--- config.mk ---
export PLATFORM = sky130hd
export DESIGN_NAME = utf_codec_top
export DESIGN_NICKNAME = d
export VERILOG_FILES = /design/src/hw/utf_pkg.sv /design/src/hw/utf8_classifier.sv /design/src/hw/utf_char_register.sv /design/src/hw/utf_codec_top.sv /design/src/hw/utf_ctrl_decode.sv /design/src/hw/utf_readback.sv
export VERILOG_INCLUDE_DIRS = /design/src /design/src/hw
export SDC_FILE = /design/constraint.sdc
export NUM_CORES = 1
export LEC_CHECK = 0
export ABC_AREA = 1
export BUFFER_PORTS_ARGS = -buffer_cell sky130_fd_sc_hd__buf_2
export CORE_UTILIZATION = 40
export DETAILED_ROUTE_END_ITERATION = 7
export PLACE_DENSITY_LB_ADDON = 0.12
export RECOVER_POWER = 100
export SLEW_MARGIN = 20
export SYNTH_ARGS = -nofsm -noshare
export SYNTH_HDL_FRONTEND = slang
export SYNTH_SLANG_ARGS = --single-unit
--- constraint.sdc ---
create_clock -name clk -period 4.7 [get_ports clk]
set_input_delay 0.47 -clock clk [delete_from_list [all_inputs] [get_ports clk]]
set_output_delay 0.47 -clock clk [all_outputs]
set_load 0.01 [all_outputs]
--- src/hw/utf_cfg.svh ---
//~~~~~~~~~~~~~~~~~~~~~~~~~~~~~~~~~~~~~~~~~~~~~~~~~~~~~~~~~~~~~~~~~~~~~~~~~~
// Register map, reset value and code point limits of the UTF codec.
// Included by every block that decodes addresses or checks lengths.
//~~~~~~~~~~~~~~~~~~~~~~~~~~~~~~~~~~~~~~~~~~~~~~~~~~~~~~~~~~~~~~~~~~~~~~~~~~

`ifndef UTF_CFG_SVH
`define UTF_CFG_SVH

// Bus addresses
`define UTF_ADDR_CTRL        4'd0   // Control write, status read
`define UTF_ADDR_UTF8        4'd1
`define UTF_ADDR_UTF32       4'd3
`define UTF_ADDR_CTRL_RD     4'd4
`define UTF_ADDR_LEN         4'd5

// Control readback after reset: BY_ADDRESS, read, big endian, range check
`define UTF_CTRL_RESET_VALUE 8'hFD

// Highest Unicode code point
`define UTF_MAX_UNICODE      32'h0010_FFFF

// Input and output lengths
`define UTF_UTF32_BYTES      3'd4
`define UTF_UTF8_MAX_LEN     3'd6   // Lead byte 0xFC/0xFD and five continuations

`endif

--- src/hw/utf_pkg.sv ---
//~~~~~~~~~~~~~~~~~~~~~~~~~~~~~~~~~~~~~~~~~~~~~~~~~~~~~~~~~~~~~~~~~~~~~~~~~~
// Shared types of the UTF codec: control fields, access strobes, the
// character word and the status bundle passed between the blocks.
//~~~~~~~~~~~~~~~~~~~~~~~~~~~~~~~~~~~~~~~~~~~~~~~~~~~~~~~~~~~~~~~~~~~~~~~~~~

package utf_pkg;

    typedef enum logic [1:0] {
        UTF8       = 2'b00,
        UNUSED     = 2'b01,  // No data access
        UTF32      = 2'b10,
        BY_ADDRESS = 2'b11   // Encoding follows the data address
    } utf_mode_e;

    // Same order as control byte bits 6:2
    typedef struct packed {
        utf_mode_e mode;
        logic      read;
        logic      big_endian;
        logic      check_range;
    } ctrl_t;

    typedef struct packed {
        logic ctrl_write;
        logic clear_all;
        logic rewind;
        logic utf8_write;
        logic utf8_read;
        logic utf32_write;
        logic utf32_read;
    } access_t;

    typedef enum logic [2:0] {STATUS, DOUT, CTRL, LEN, NONE} read_sel_e;

    typedef union packed {
        logic [31:0]     value;
        logic [3:0][7:0] bytes;  // Byte 0 is least significant
    } char_word_u;

    typedef struct packed {
        char_word_u word;
        logic       empty;
        logic [2:0] utf32_count;  // UTF-32 bytes written so far
        logic       retry;
    } char_state_t;

    typedef struct packed {
        logic       ready;
        logic       invalid;
        logic       overlong;
        logic       nonuni;
        logic       error;
        logic [2:0] utf8_len;
        logic       utf8_in_full;
    } status_t;

endpackage

--- src/hw/utf8_classifier.sv ---
//~~~~~~~~~~~~~~~~~~~~~~~~~~~~~~~~~~~~~~~~~~~~~~~~~~~~~~~~~~~~~~~~~~~~~~~~~~
// Combinational classification of the character word: UTF-8 length and
// the ready / invalid / overlong / non-Unicode / error status flags.
//~~~~~~~~~~~~~~~~~~~~~~~~~~~~~~~~~~~~~~~~~~~~~~~~~~~~~~~~~~~~~~~~~~~~~~~~~~

`timescale 1ns/1ps
`include "utf_cfg.svh"

module utf8_classifier (
    input  utf_pkg::char_state_t state,
    input  utf_pkg::ctrl_t       ctrl,
    output utf_pkg::status_t     status
);

    // Flag sets as {ready, invalid, overlong, nonuni}
    localparam logic [3:0] ST_READY  = 4'b1000;
    localparam logic [3:0] ST_NONUNI = 4'b1001;
    localparam logic [3:0] ST_INVAL  = 4'b1100;
    localparam logic [3:0] ST_OVER   = 4'b1010;
    localparam logic [3:0] ST_UNDER  = 4'b0000;  // Partial UTF-8 input

    logic [31:0] rc;
    logic [2:0]  len;
    logic [3:0]  flags;

    assign rc = state.word.value;

    // Negative partial words count like the bytes already written
    always_comb begin
        if (state.empty)                                     len = 3'd0;
        else if (rc < 32'h0000_0080 || rc >= 32'hFFFF_FF80) len = 3'd1;
        else if (rc < 32'h0000_0800 || rc >= 32'hFFFF_F000) len = 3'd2;
        else if (rc < 32'h0001_0000 || rc >= 32'hFFFE_0000) len = 3'd3;
        else if (rc < 32'h0020_0000 || rc >= 32'hFFC0_0000) len = 3'd4;
        else if (rc < 32'h0400_0000 || rc >= 32'hF800_0000) len = 3'd5;
        else if (rc < 32'h8000_0000 || rc >= 32'hF000_0000) len = 3'd6;
        else                                                 len = 3'd0;
    end

    always_comb begin
        if (state.empty)                    flags = ST_UNDER;
        else if (rc <= `UTF_MAX_UNICODE)    flags = ST_READY;
        else if (rc < 32'h8000_0000)        flags = ST_NONUNI;
        else if (rc < 32'hF000_0000)        flags = ST_INVAL;
        else if (rc < 32'hF400_0000)        flags = ST_OVER;   // 6 bytes
        else if (rc < 32'hF800_0000)        flags = ST_INVAL;
        else if (rc < 32'hF820_0000)        flags = ST_OVER;   // 5 bytes
        else if (rc < 32'hFC00_0000)        flags = ST_INVAL;
        else if (rc < 32'hFE00_0000)        flags = ST_UNDER;  // 5 of 6 bytes
        else if (rc < 32'hFFC0_0000)        flags = ST_INVAL;
        else if (rc < 32'hFFC1_0000)        flags = ST_OVER;   // 4 bytes
        else if (rc < 32'hFFE0_0000)        flags = ST_INVAL;
        else if (rc < 32'hFFF8_0000)        flags = ST_UNDER;
        else if (rc < 32'hFFFE_0000)        flags = ST_INVAL;
        else if (rc < 32'hFFFE_0800)        flags = ST_OVER;   // 3 bytes
        else if (rc < 32'hFFFF_0000)        flags = ST_INVAL;
        else if (rc < 32'hFFFF_E000)        flags = ST_UNDER;
        else if (rc < 32'hFFFF_F000)        flags = ST_INVAL;
        else if (rc < 32'hFFFF_F080)        flags = ST_OVER;   // 2 bytes
        else if (rc < 32'hFFFF_F800)        flags = ST_INVAL;
        else if (rc < 32'hFFFF_FF80)        flags = ST_UNDER;
        else if (rc < 32'hFFFF_FFC0)        flags = ST_INVAL;  // Lone continuation
        else if (rc < 32'hFFFF_FFFE)        flags = ST_UNDER;  // Bare lead byte
        else                                flags = ST_INVAL;  // 0xFE, 0xFF
    end

    assign status.ready        = flags[3];
    assign status.invalid      = flags[2];
    assign status.overlong     = flags[1];
    assign status.nonuni       = flags[0];
    assign status.error        = state.retry | flags[2] | flags[1]
                                 | (flags[0] & ctrl.check_range);
    assign status.utf8_len     = len;
    assign status.utf8_in_full = (len >= `UTF_UTF8_MAX_LEN);

endmodule

--- src/hw/utf_char_register.sv ---
//~~~~~~~~~~~~~~~~~~~~~~~~~~~~~~~~~~~~~~~~~~~~~~~~~~~~~~~~~~~~~~~~~~~~~~~~~~
// 32-bit character register. Assembles UTF-32 bytes in either byte order
// or UTF-8 bytes, collapsing a complete UTF-8 sequence to its code point.
// Partial UTF-8 input is held as a negative word.
//~~~~~~~~~~~~~~~~~~~~~~~~~~~~~~~~~~~~~~~~~~~~~~~~~~~~~~~~~~~~~~~~~~~~~~~~~~

`timescale 1ns/1ps
`include "utf_cfg.svh"

module utf_char_register (
    input  logic                 clk,
    input  logic                 rst_n,
    input  utf_pkg::ctrl_t       ctrl,
    input  utf_pkg::access_t     access,
    input  utf_pkg::status_t     status,
    input  logic [7:0]           data_in,
    output utf_pkg::char_state_t state
);

    // Append one continuation byte to a partial word of length len (1 to 5)
    function automatic logic [31:0] utf8_append(
        input logic [31:0] word,
        input logic [2:0]  len,
        input logic [5:0]  bits
    );
        logic [31:0] low_mask;
        logic [31:0] payload;
        logic        complete;
        int          pos;

        pos      = 5 * len;  // Position of the lead's zero marker bit
        low_mask = (32'd1 << pos) - 32'd1;
        // Top code point bits that rule out an overlong form
        if (len == 3'd1) begin
            payload = (word >> 1) & 32'hF;  // Lead bits 4:1 of a 2-byte form
        end else begin
            payload = (word >> (pos - 5)) & 32'h1F;  // Lead payload and first continuation
        end
        // Ones above the marker, marker clear, non-overlong payload
        complete = ((word | ((32'd2 << pos) - 32'd1)) == 32'hFFFF_FFFF)
                   && !word[pos]
                   && (payload != 32'd0);
        if (complete) begin
            return ((word & low_mask) << 6) | {26'b0, bits};
        end else if (len == 3'd5) begin
            return {4'hF, word[21:0], bits};  // Keeps the word negative
        end
        return {word[25:0], bits};
    endfunction

    always_ff @(posedge clk) begin
        if (!rst_n || access.clear_all) begin
            state.word.value  <= '0;
            state.empty       <= 1'b1;
            state.utf32_count <= '0;
            state.retry       <= 1'b0;
        end else if (access.utf32_write) begin
            if (state.utf32_count == 3'd0) begin
                state.word.value  <= {24'b0, data_in};  // First byte zero-extended
                state.empty       <= 1'b0;
                state.utf32_count <= 3'd1;
            end else if (state.utf32_count >= `UTF_UTF32_BYTES) begin
                state.retry <= 1'b1;
            end else begin
                if (ctrl.big_endian) begin
                    state.word.value <= {state.word.value[23:0], data_in};
                end else begin
                    state.word.bytes[state.utf32_count[1:0]] <= data_in;
                end
                state.utf32_count <= state.utf32_count + 3'd1;
            end
        end else if (access.utf8_write) begin
            if (status.utf8_len == 3'd0) begin
                // Lead byte sign-extended so partial words sort high
                state.word.value <= {{24{data_in[7]}}, data_in};
                state.empty      <= 1'b0;
            end else if (status.ready || (data_in[7:6] != 2'b10)) begin
                state.retry <= 1'b1;  // Character done or not a continuation
            end else begin
                state.word.value <= utf8_append(state.word.value, status.utf8_len,
                                                data_in[5:0]);
            end
        end
    end

endmodule

--- src/hw/utf_codec_top.sv ---
//~~~~~~~~~~~~~~~~~~~~~~~~~~~~~~~~~~~~~~~~~~~~~~~~~~~~~~~~~~~~~~~~~~~~~~~~~~
// Byte-wide UTF-8 / UTF-32 converter peripheral. A character is written
// in one encoding and read back a byte at a time in either encoding.
// Writes use a plain strobe; data_out is combinational from the address.
//~~~~~~~~~~~~~~~~~~~~~~~~~~~~~~~~~~~~~~~~~~~~~~~~~~~~~~~~~~~~~~~~~~~~~~~~~~

`timescale 1ns/1ps

module utf_codec_top (
    input  logic       clk,
    input  logic       rst_n,
    input  logic [3:0] address,
    input  logic       data_write,
    input  logic [7:0] data_in,
    output logic [7:0] data_out
);

    utf_pkg::ctrl_t       ctrl;
    utf_pkg::access_t     access;
    utf_pkg::read_sel_e   read_sel;
    utf_pkg::char_state_t state;
    utf_pkg::status_t     status;

    utf_ctrl_decode u_ctrl_decode (
        .clk        (clk),
        .rst_n      (rst_n),
        .address    (address),
        .data_write (data_write),
        .data_in    (data_in),
        .ctrl       (ctrl),
        .access     (access),
        .read_sel   (read_sel)
    );

    utf_char_register u_char_register (
        .clk     (clk),
        .rst_n   (rst_n),
        .ctrl    (ctrl),
        .access  (access),
        .status  (status),
        .data_in (data_in),
        .state   (state)
    );

    utf8_classifier u_classifier (
        .state  (state),
        .ctrl   (ctrl),
        .status (status)
    );

    utf_readback u_readback (
        .clk      (clk),
        .rst_n    (rst_n),
        .ctrl     (ctrl),
        .access   (access),
        .state    (state),
        .status   (status),
        .read_sel (read_sel),
        .data_out (data_out)
    );

endmodule

--- src/hw/utf_ctrl_decode.sv ---
//~~~~~~~~~~~~~~~~~~~~~~~~~~~~~~~~~~~~~~~~~~~~~~~~~~~~~~~~~~~~~~~~~~~~~~~~~~
// Control register and bus decode. Turns each write into one set of
// single-cycle access strobes and picks the readback source by address.
//~~~~~~~~~~~~~~~~~~~~~~~~~~~~~~~~~~~~~~~~~~~~~~~~~~~~~~~~~~~~~~~~~~~~~~~~~~

`timescale 1ns/1ps
`include "utf_cfg.svh"

module utf_ctrl_decode (
    input  logic               clk,
    input  logic               rst_n,
    input  logic [3:0]         address,
    input  logic               data_write,
    input  logic [7:0]         data_in,
    output utf_pkg::ctrl_t     ctrl,
    output utf_pkg::access_t   access,
    output utf_pkg::read_sel_e read_sel
);

    localparam logic [7:0] CTRL_RESET = `UTF_CTRL_RESET_VALUE;

    logic data_addr;  // One of the data addresses, 1 to 3
    logic ctrl_hit;
    logic data_hit;
    logic sel_utf8;
    logic sel_utf32;

    assign data_addr = (address >= `UTF_ADDR_UTF8) && (address <= `UTF_ADDR_UTF32);
    assign ctrl_hit  = data_write && (address == `UTF_ADDR_CTRL);
    assign data_hit  = data_write && data_addr;

    always_comb begin
        sel_utf8  = 1'b0;
        sel_utf32 = 1'b0;
        case (ctrl.mode)
            utf_pkg::UTF8:       sel_utf8  = 1'b1;
            utf_pkg::UTF32:      sel_utf32 = 1'b1;
            utf_pkg::BY_ADDRESS: begin
                sel_utf8  = (address == `UTF_ADDR_UTF8);
                sel_utf32 = (address == `UTF_ADDR_UTF32);  // Address 2 selects nothing
            end
            default: ;  // UNUSED drops data accesses
        endcase
    end

    assign access.ctrl_write  = ctrl_hit;
    assign access.clear_all   = ctrl_hit && !data_in[7];
    assign access.rewind      = ctrl_hit && data_in[7] && !data_in[0];  // Clear covers rewind
    assign access.utf8_write  = data_hit && sel_utf8 && !ctrl.read;
    assign access.utf8_read   = data_hit && sel_utf8 && ctrl.read;
    assign access.utf32_write = data_hit && sel_utf32 && !ctrl.read;
    assign access.utf32_read  = data_hit && sel_utf32 && ctrl.read;

    // Control byte bits 6:2 map straight onto ctrl_t
    always_ff @(posedge clk) begin
        if (!rst_n) begin
            ctrl <= utf_pkg::ctrl_t'(CTRL_RESET[6:2]);
        end else if (ctrl_hit) begin
            ctrl <= utf_pkg::ctrl_t'(data_in[6:2]);
        end
    end

    always_comb begin
        read_sel = utf_pkg::NONE;  // Unmapped addresses read 0
        if (address == `UTF_ADDR_CTRL) begin
            read_sel = utf_pkg::STATUS;
        end else if (data_addr) begin
            read_sel = utf_pkg::DOUT;
        end else if (address == `UTF_ADDR_CTRL_RD) begin
            read_sel = utf_pkg::CTRL;
        end else if (address == `UTF_ADDR_LEN) begin
            read_sel = utf_pkg::LEN;
        end
    end

endmodule

--- src/hw/utf_readback.sv ---
//~~~~~~~~~~~~~~~~~~~~~~~~~~~~~~~~~~~~~~~~~~~~~~~~~~~~~~~~~~~~~~~~~~~~~~~~~~
// Read side of the codec. Read strobes step the UTF-8 or UTF-32 pointer
// and latch the next byte; data_out muxes status, control, lengths or
// the latched byte by address with no clock delay.
//~~~~~~~~~~~~~~~~~~~~~~~~~~~~~~~~~~~~~~~~~~~~~~~~~~~~~~~~~~~~~~~~~~~~~~~~~~

`timescale 1ns/1ps
`include "utf_cfg.svh"

module utf_readback (
    input  logic                 clk,
    input  logic                 rst_n,
    input  utf_pkg::ctrl_t       ctrl,
    input  utf_pkg::access_t     access,
    input  utf_pkg::char_state_t state,
    input  utf_pkg::status_t     status,
    input  utf_pkg::read_sel_e   read_sel,
    output logic [7:0]           data_out
);

    logic [31:0] rc;
    logic [2:0]  len;
    logic [2:0]  utf8_ptr;
    logic [2:0]  utf32_ptr;
    logic [7:0]  dout;        // Latched output byte
    logic [7:0]  utf8_byte;   // Byte at utf8_ptr
    logic [7:0]  utf32_byte;  // Byte at utf32_ptr
    logic        eof;

    assign rc  = state.word.value;
    assign len = status.utf8_len;

    always_comb begin
        utf8_byte = 8'h00;  // Past the end
        if (utf8_ptr < len) begin
            if (utf8_ptr == 3'd0) begin
                case (len)
                    3'd1:    utf8_byte = rc[7:0];
                    3'd2:    utf8_byte = {2'b11, rc[11:6]};
                    3'd3:    utf8_byte = {3'b111, rc[16:12]};
                    3'd4:    utf8_byte = {4'b1111, rc[21:18]};
                    3'd5:    utf8_byte = {5'b11111, rc[26:24]};
                    default: utf8_byte = {7'b1111110, rc[31] ? 1'b0 : rc[30]};
                endcase
            end else begin
                case (len - utf8_ptr)  // Continuations left to send
                    3'd1:    utf8_byte = {2'b10, rc[5:0]};
                    3'd2:    utf8_byte = {2'b10, rc[11:6]};
                    3'd3:    utf8_byte = {2'b10, rc[17:12]};
                    3'd4:    utf8_byte = {2'b10, rc[23:18]};
                    default: utf8_byte = {2'b10, rc[31] ? 2'b00 : rc[29:28], rc[27:24]};
                endcase
            end
        end
    end

    always_comb begin
        utf32_byte = 8'h00;
        if (utf32_ptr < `UTF_UTF32_BYTES) begin
            if (ctrl.big_endian) begin
                utf32_byte = state.word.bytes[2'd3 - utf32_ptr[1:0]];
            end else begin
                utf32_byte = state.word.bytes[utf32_ptr[1:0]];
            end
        end
    end

    always_ff @(posedge clk) begin
        if (!rst_n || access.clear_all || access.rewind) begin
            utf8_ptr  <= '0;
            utf32_ptr <= '0;
            dout      <= '0;
        end else if (access.utf8_read) begin
            dout <= utf8_byte;
            if (utf8_ptr < len) utf8_ptr <= utf8_ptr + 3'd1;
        end else if (access.utf32_read) begin
            dout <= utf32_byte;
            if (utf32_ptr < `UTF_UTF32_BYTES) utf32_ptr <= utf32_ptr + 3'd1;
        end
    end

    // Nothing to report for an empty character
    assign eof = !state.empty && (ctrl.read ? (utf8_ptr >= len) : status.utf8_in_full);

    always_comb begin
        case (read_sel)
            utf_pkg::STATUS: data_out = {eof, 1'b0, status.error, status.nonuni,
                                         status.overlong, status.invalid,
                                         state.retry, status.ready};
            utf_pkg::DOUT:   data_out = dout;
            utf_pkg::CTRL:   data_out = {1'b1, ctrl.mode, ctrl.read, ctrl.big_endian,
                                         ctrl.check_range, 1'b0, 1'b1};
            utf_pkg::LEN:    data_out = {1'b0, state.utf32_count, 1'b0, len};
            default:         data_out = 8'h00;
        endcase
    end

endmodule

==> flow_summary.ini <==
[placed_design]
port-buffer-count = 22
dp.cells = 1569
gp_congestion = 1.06
place_hpwl_um = 25100
place_area_mm2 = 0.00791
pre_cts_ws_ns = 0.180

[pwr]
clockPowerShare_pct = 41.5
leakage_nw = 3.41
swShare_pct = 28.3
p_comb_share_pct = 9.3
total_power_uw = 985
max-vdd-ir-drop_uv = 138
pwr-share-seq_pct = 49.2
power.internal_uw = 706
power.net_switching_uw = 279
p_per_area_mw_per_mm2 = 122

[clock_network]
cts.sinks = 56
clockBufferDepth = 2
cts_buffers = 5
tritoncts = yes
h-tree-depth = 2
clk_pin_slew_ns = 0.08
clockRootBuffer = clkbuf_16
clk_latency_ns = 0.32

[synthesis]
syn_nets = 1362
syn-cell-area_mm2 = 0.00739
ys_ff_latch = 56
synth-edff-count = 0
synth_cells = 1322
synthFlopType = dfxtp_1
synth_area_per_cell_um2 = 5.59
ys_warn_count = 0
ys_seq_area_share_pct = 15.2
ys_types = 51
synthArstFlopShare_pct = 0

[floorplan]
start_util_pct = 41.0
core_mm2 = 0.0180
rows = 49
die_y_um = 138
dieArea_mm2 = 0.0190
ios = 23
die_w_um = 138

[route]
drtIter0Drc = 1138
vias = 9497
drc = 0
dr.pass1.iters = 8
routedWlPerCell_um = 20.8
viasPerCell = 6.02
route.antenna.remaining_nets = 0
drt_wl_total_um = 32800

[timing]
finalSetupViolations = 0
finalCriticalPeriod_ns = 4.35
relSlewSlack_pct = 33.6
setup_ws_ns = 0.350
rsz0062_at_grt = no
tns_ns = 0
tightest_slew_ns = 0.996
hold_viol = 0
report.final.slew_viol_count = 0
fin_worst_skew_ns = 0.00966
min_period_over_period_pct = 92.5
clock.fmax_mhz = 230

[worst_setup_path]
reg2reg_to = u_char_register.state[20]
crit_fanout = 27
worstSetupPathType = reg2reg
required_ns = 4.89
arrival_ns = 4.54
regToRegStartpoint = u_char_register.state[27]
critPathCapture = u_char_register.state[20]
setup.worst_path.end_class = flop
rr_worst_depth = 27
cp-start-kind = flop
r2r_setup_slack_ns = 0.35
cp-startpoint = u_char_register.state[27]

[final_layout]
layout.cells.non_filler = 1578
fin_area_mm2 = 0.00808
synthToLayoutAreaGrowth_pct = 9.37
final_common_cell = nand2_1
drive_above_1_share_pct = 13.0
nNetsFinal = 1388
final_cell_mix = 359 x nand2_1, 156 x nand3_1, 119 x a21oi_1, 118 x inv_1, 115 x nor2_1
antenna_cells = 0

[hold_path]
hold_class = in2reg

[job]
cap_violations = 0

[global_route]
antenna_found_initial = 1
grt_pass1_vias = 8553
grt_usage_pct = 34.9
grt_overflow = 0
grt_max_degree = 35
grt_pass1_wl_um = 49600

[status]
status = completed
==> how the worst min path moves through the flow <==
| stage | start | to | slack (ns) | cells after the start |
|---|---|---|---|---|
| after floorplan | u_readback.utf32_ptr[2] | u_readback.utf32_ptr[2] | 0.43 | 2 |
| after CTS | rst_n | u_ctrl_decode.ctrl[0] | 0.40 | 2 |
| after detailed placement | u_readback.utf32_ptr[2] | u_readback.utf32_ptr[2] | 0.45 | 2 |
| after global placement | u_readback.utf32_ptr[2] | u_readback.utf32_ptr[2] | 0.45 | 2 |
| after global routing | rst_n | u_ctrl_decode.ctrl[0] | 0.43 | 2 |
| final | rst_n | u_ctrl_decode.ctrl[0] | 0.40 | 2 |
==> per-layer routing <==
| layer | track usage [%] | wire, um | up-vias |
|---|---|---|---|
| li1 | - | - | 4533 |
| met1 | 49.0 | 14400 | 4341 |
| met2 | 52.1 | 13600 | 508 |
| met4 | 15.6 | 1530 | 2 |
| met3 | 5.52 | 3200 | 113 |
| met5 | 0 | 10 | - |
==> flip-flops by register name, indices dropped and copies added, names as in the netlist <==
| register | flops |
|---|---|
| u_char_register.state | 37 |
| u_readback.utf32_ptr | 3 |
| u_ctrl_decode.ctrl | 5 |
| u_readback.dout | 8 |
| u_readback.utf8_ptr | 3 |
==> power groups by stage <==
stage	registers (mW)	clock network [mW]	logic, mW
floorplan	0.491	0	0.0637
global placement	0.495	0	0.0901
detailed placement	0.495	0	0.0904
CTS	0.484	0.416	0.0907
global route	0.485	0.431	0.102
finish	0.484	0.409	0.0919
==> cells by family (layout without fill, tap and decap cells) <==
group	after synthesis	after routing	share of synthesized area (%)
buffers and inverters	203	230	12.0
AND/OR/NAND/NOR	715	715	43.3
flip-flops	56	56	15.2
adder cells (fa/ha/maj)	25	25	4.34
AO/OA/AOI/OAI	320	320	24.9
XOR/XNOR	3	3	0.356
==> cell usage after synthesis, types with 9 or more instances <==
master     count  area, um^2
nor2_1       115         432
nand2_1      359        1350
inv_1        118         443
nand3_2       18         180
nand3_1      152         761
inv_2         12        45.0
a21oi_1      118         591
o2111ai_1      9        78.8
dfxtp_1       56        1120
nor2_2        10        62.6
clkbuf_1      32         120
nand4_1       13        81.3
buf_2         18        90.1
ha_1          24         300
nand2_2       14        87.6
o21ai_0       96         480
o21ai_1       11        55.1
nor3_1        17        85.1
o22ai_1       34         213
a31oi_1       10        62.6
==> per-stage QoR <==
stage / utilization (%) / hold slack (ns)
2_1_floorplan: - / 0.433
3_3_place_gp: 43.9 / 0.449
3_5_place_dp: 43.9 / 0.455
4_1_cts: 44.7 / 0.402
5_1_grt: 44.8 / 0.426
6_report: 44.8 / 0.398
==> cell type report <==
| cell class | count | area [um^2] |
|---|---|---|
| clock buffers | 5 | 125 |
| clock inverters | 3 | 22.5 |
| inverters | 133 | 499 |
| multi-input cells | 1063 | 5370 |
| repair buffers | 89 | 636 |
| flip-flops and latches | 56 | 1140 |
| fillers | 2097 | 9950 |
| well taps | 229 | 287 |
==> worst max-delay path, cell delays in order, from the launching register on <==
cell,delay (ns)
dfxtp_2,0.48
nand2_1,0.15
nor2_1,0.16
nand2_1,0.07
nor2_1,0.11
nand3_1,0.09
nand2_1,0.09
inv_1,0.05
nand2_2,0.07
nand2_4,0.05
nand2_4,0.07
buf_4,0.30
ha_1,0.33
nand2_4,0.10
ha_1,0.33
a221oi_1,0.29
o21ai_0,0.13
a21oi_1,0.13
nand3_1,0.09
nor3_1,0.17
o2111ai_1,0.14
nor2_2,0.10
buf_4,0.22
nand3_1,0.20
nand2_1,0.10
nand2_1,0.05
nand2_1,0.07
a21oi_1,0.06
==> repair_timing <==
item,in CTS,in global routing
buffers inserted,0,0
endpoints found under the setup margin,0,21
hold buffers,0,0
resized for setup,0,17
(Power assumes the default switching activity.)
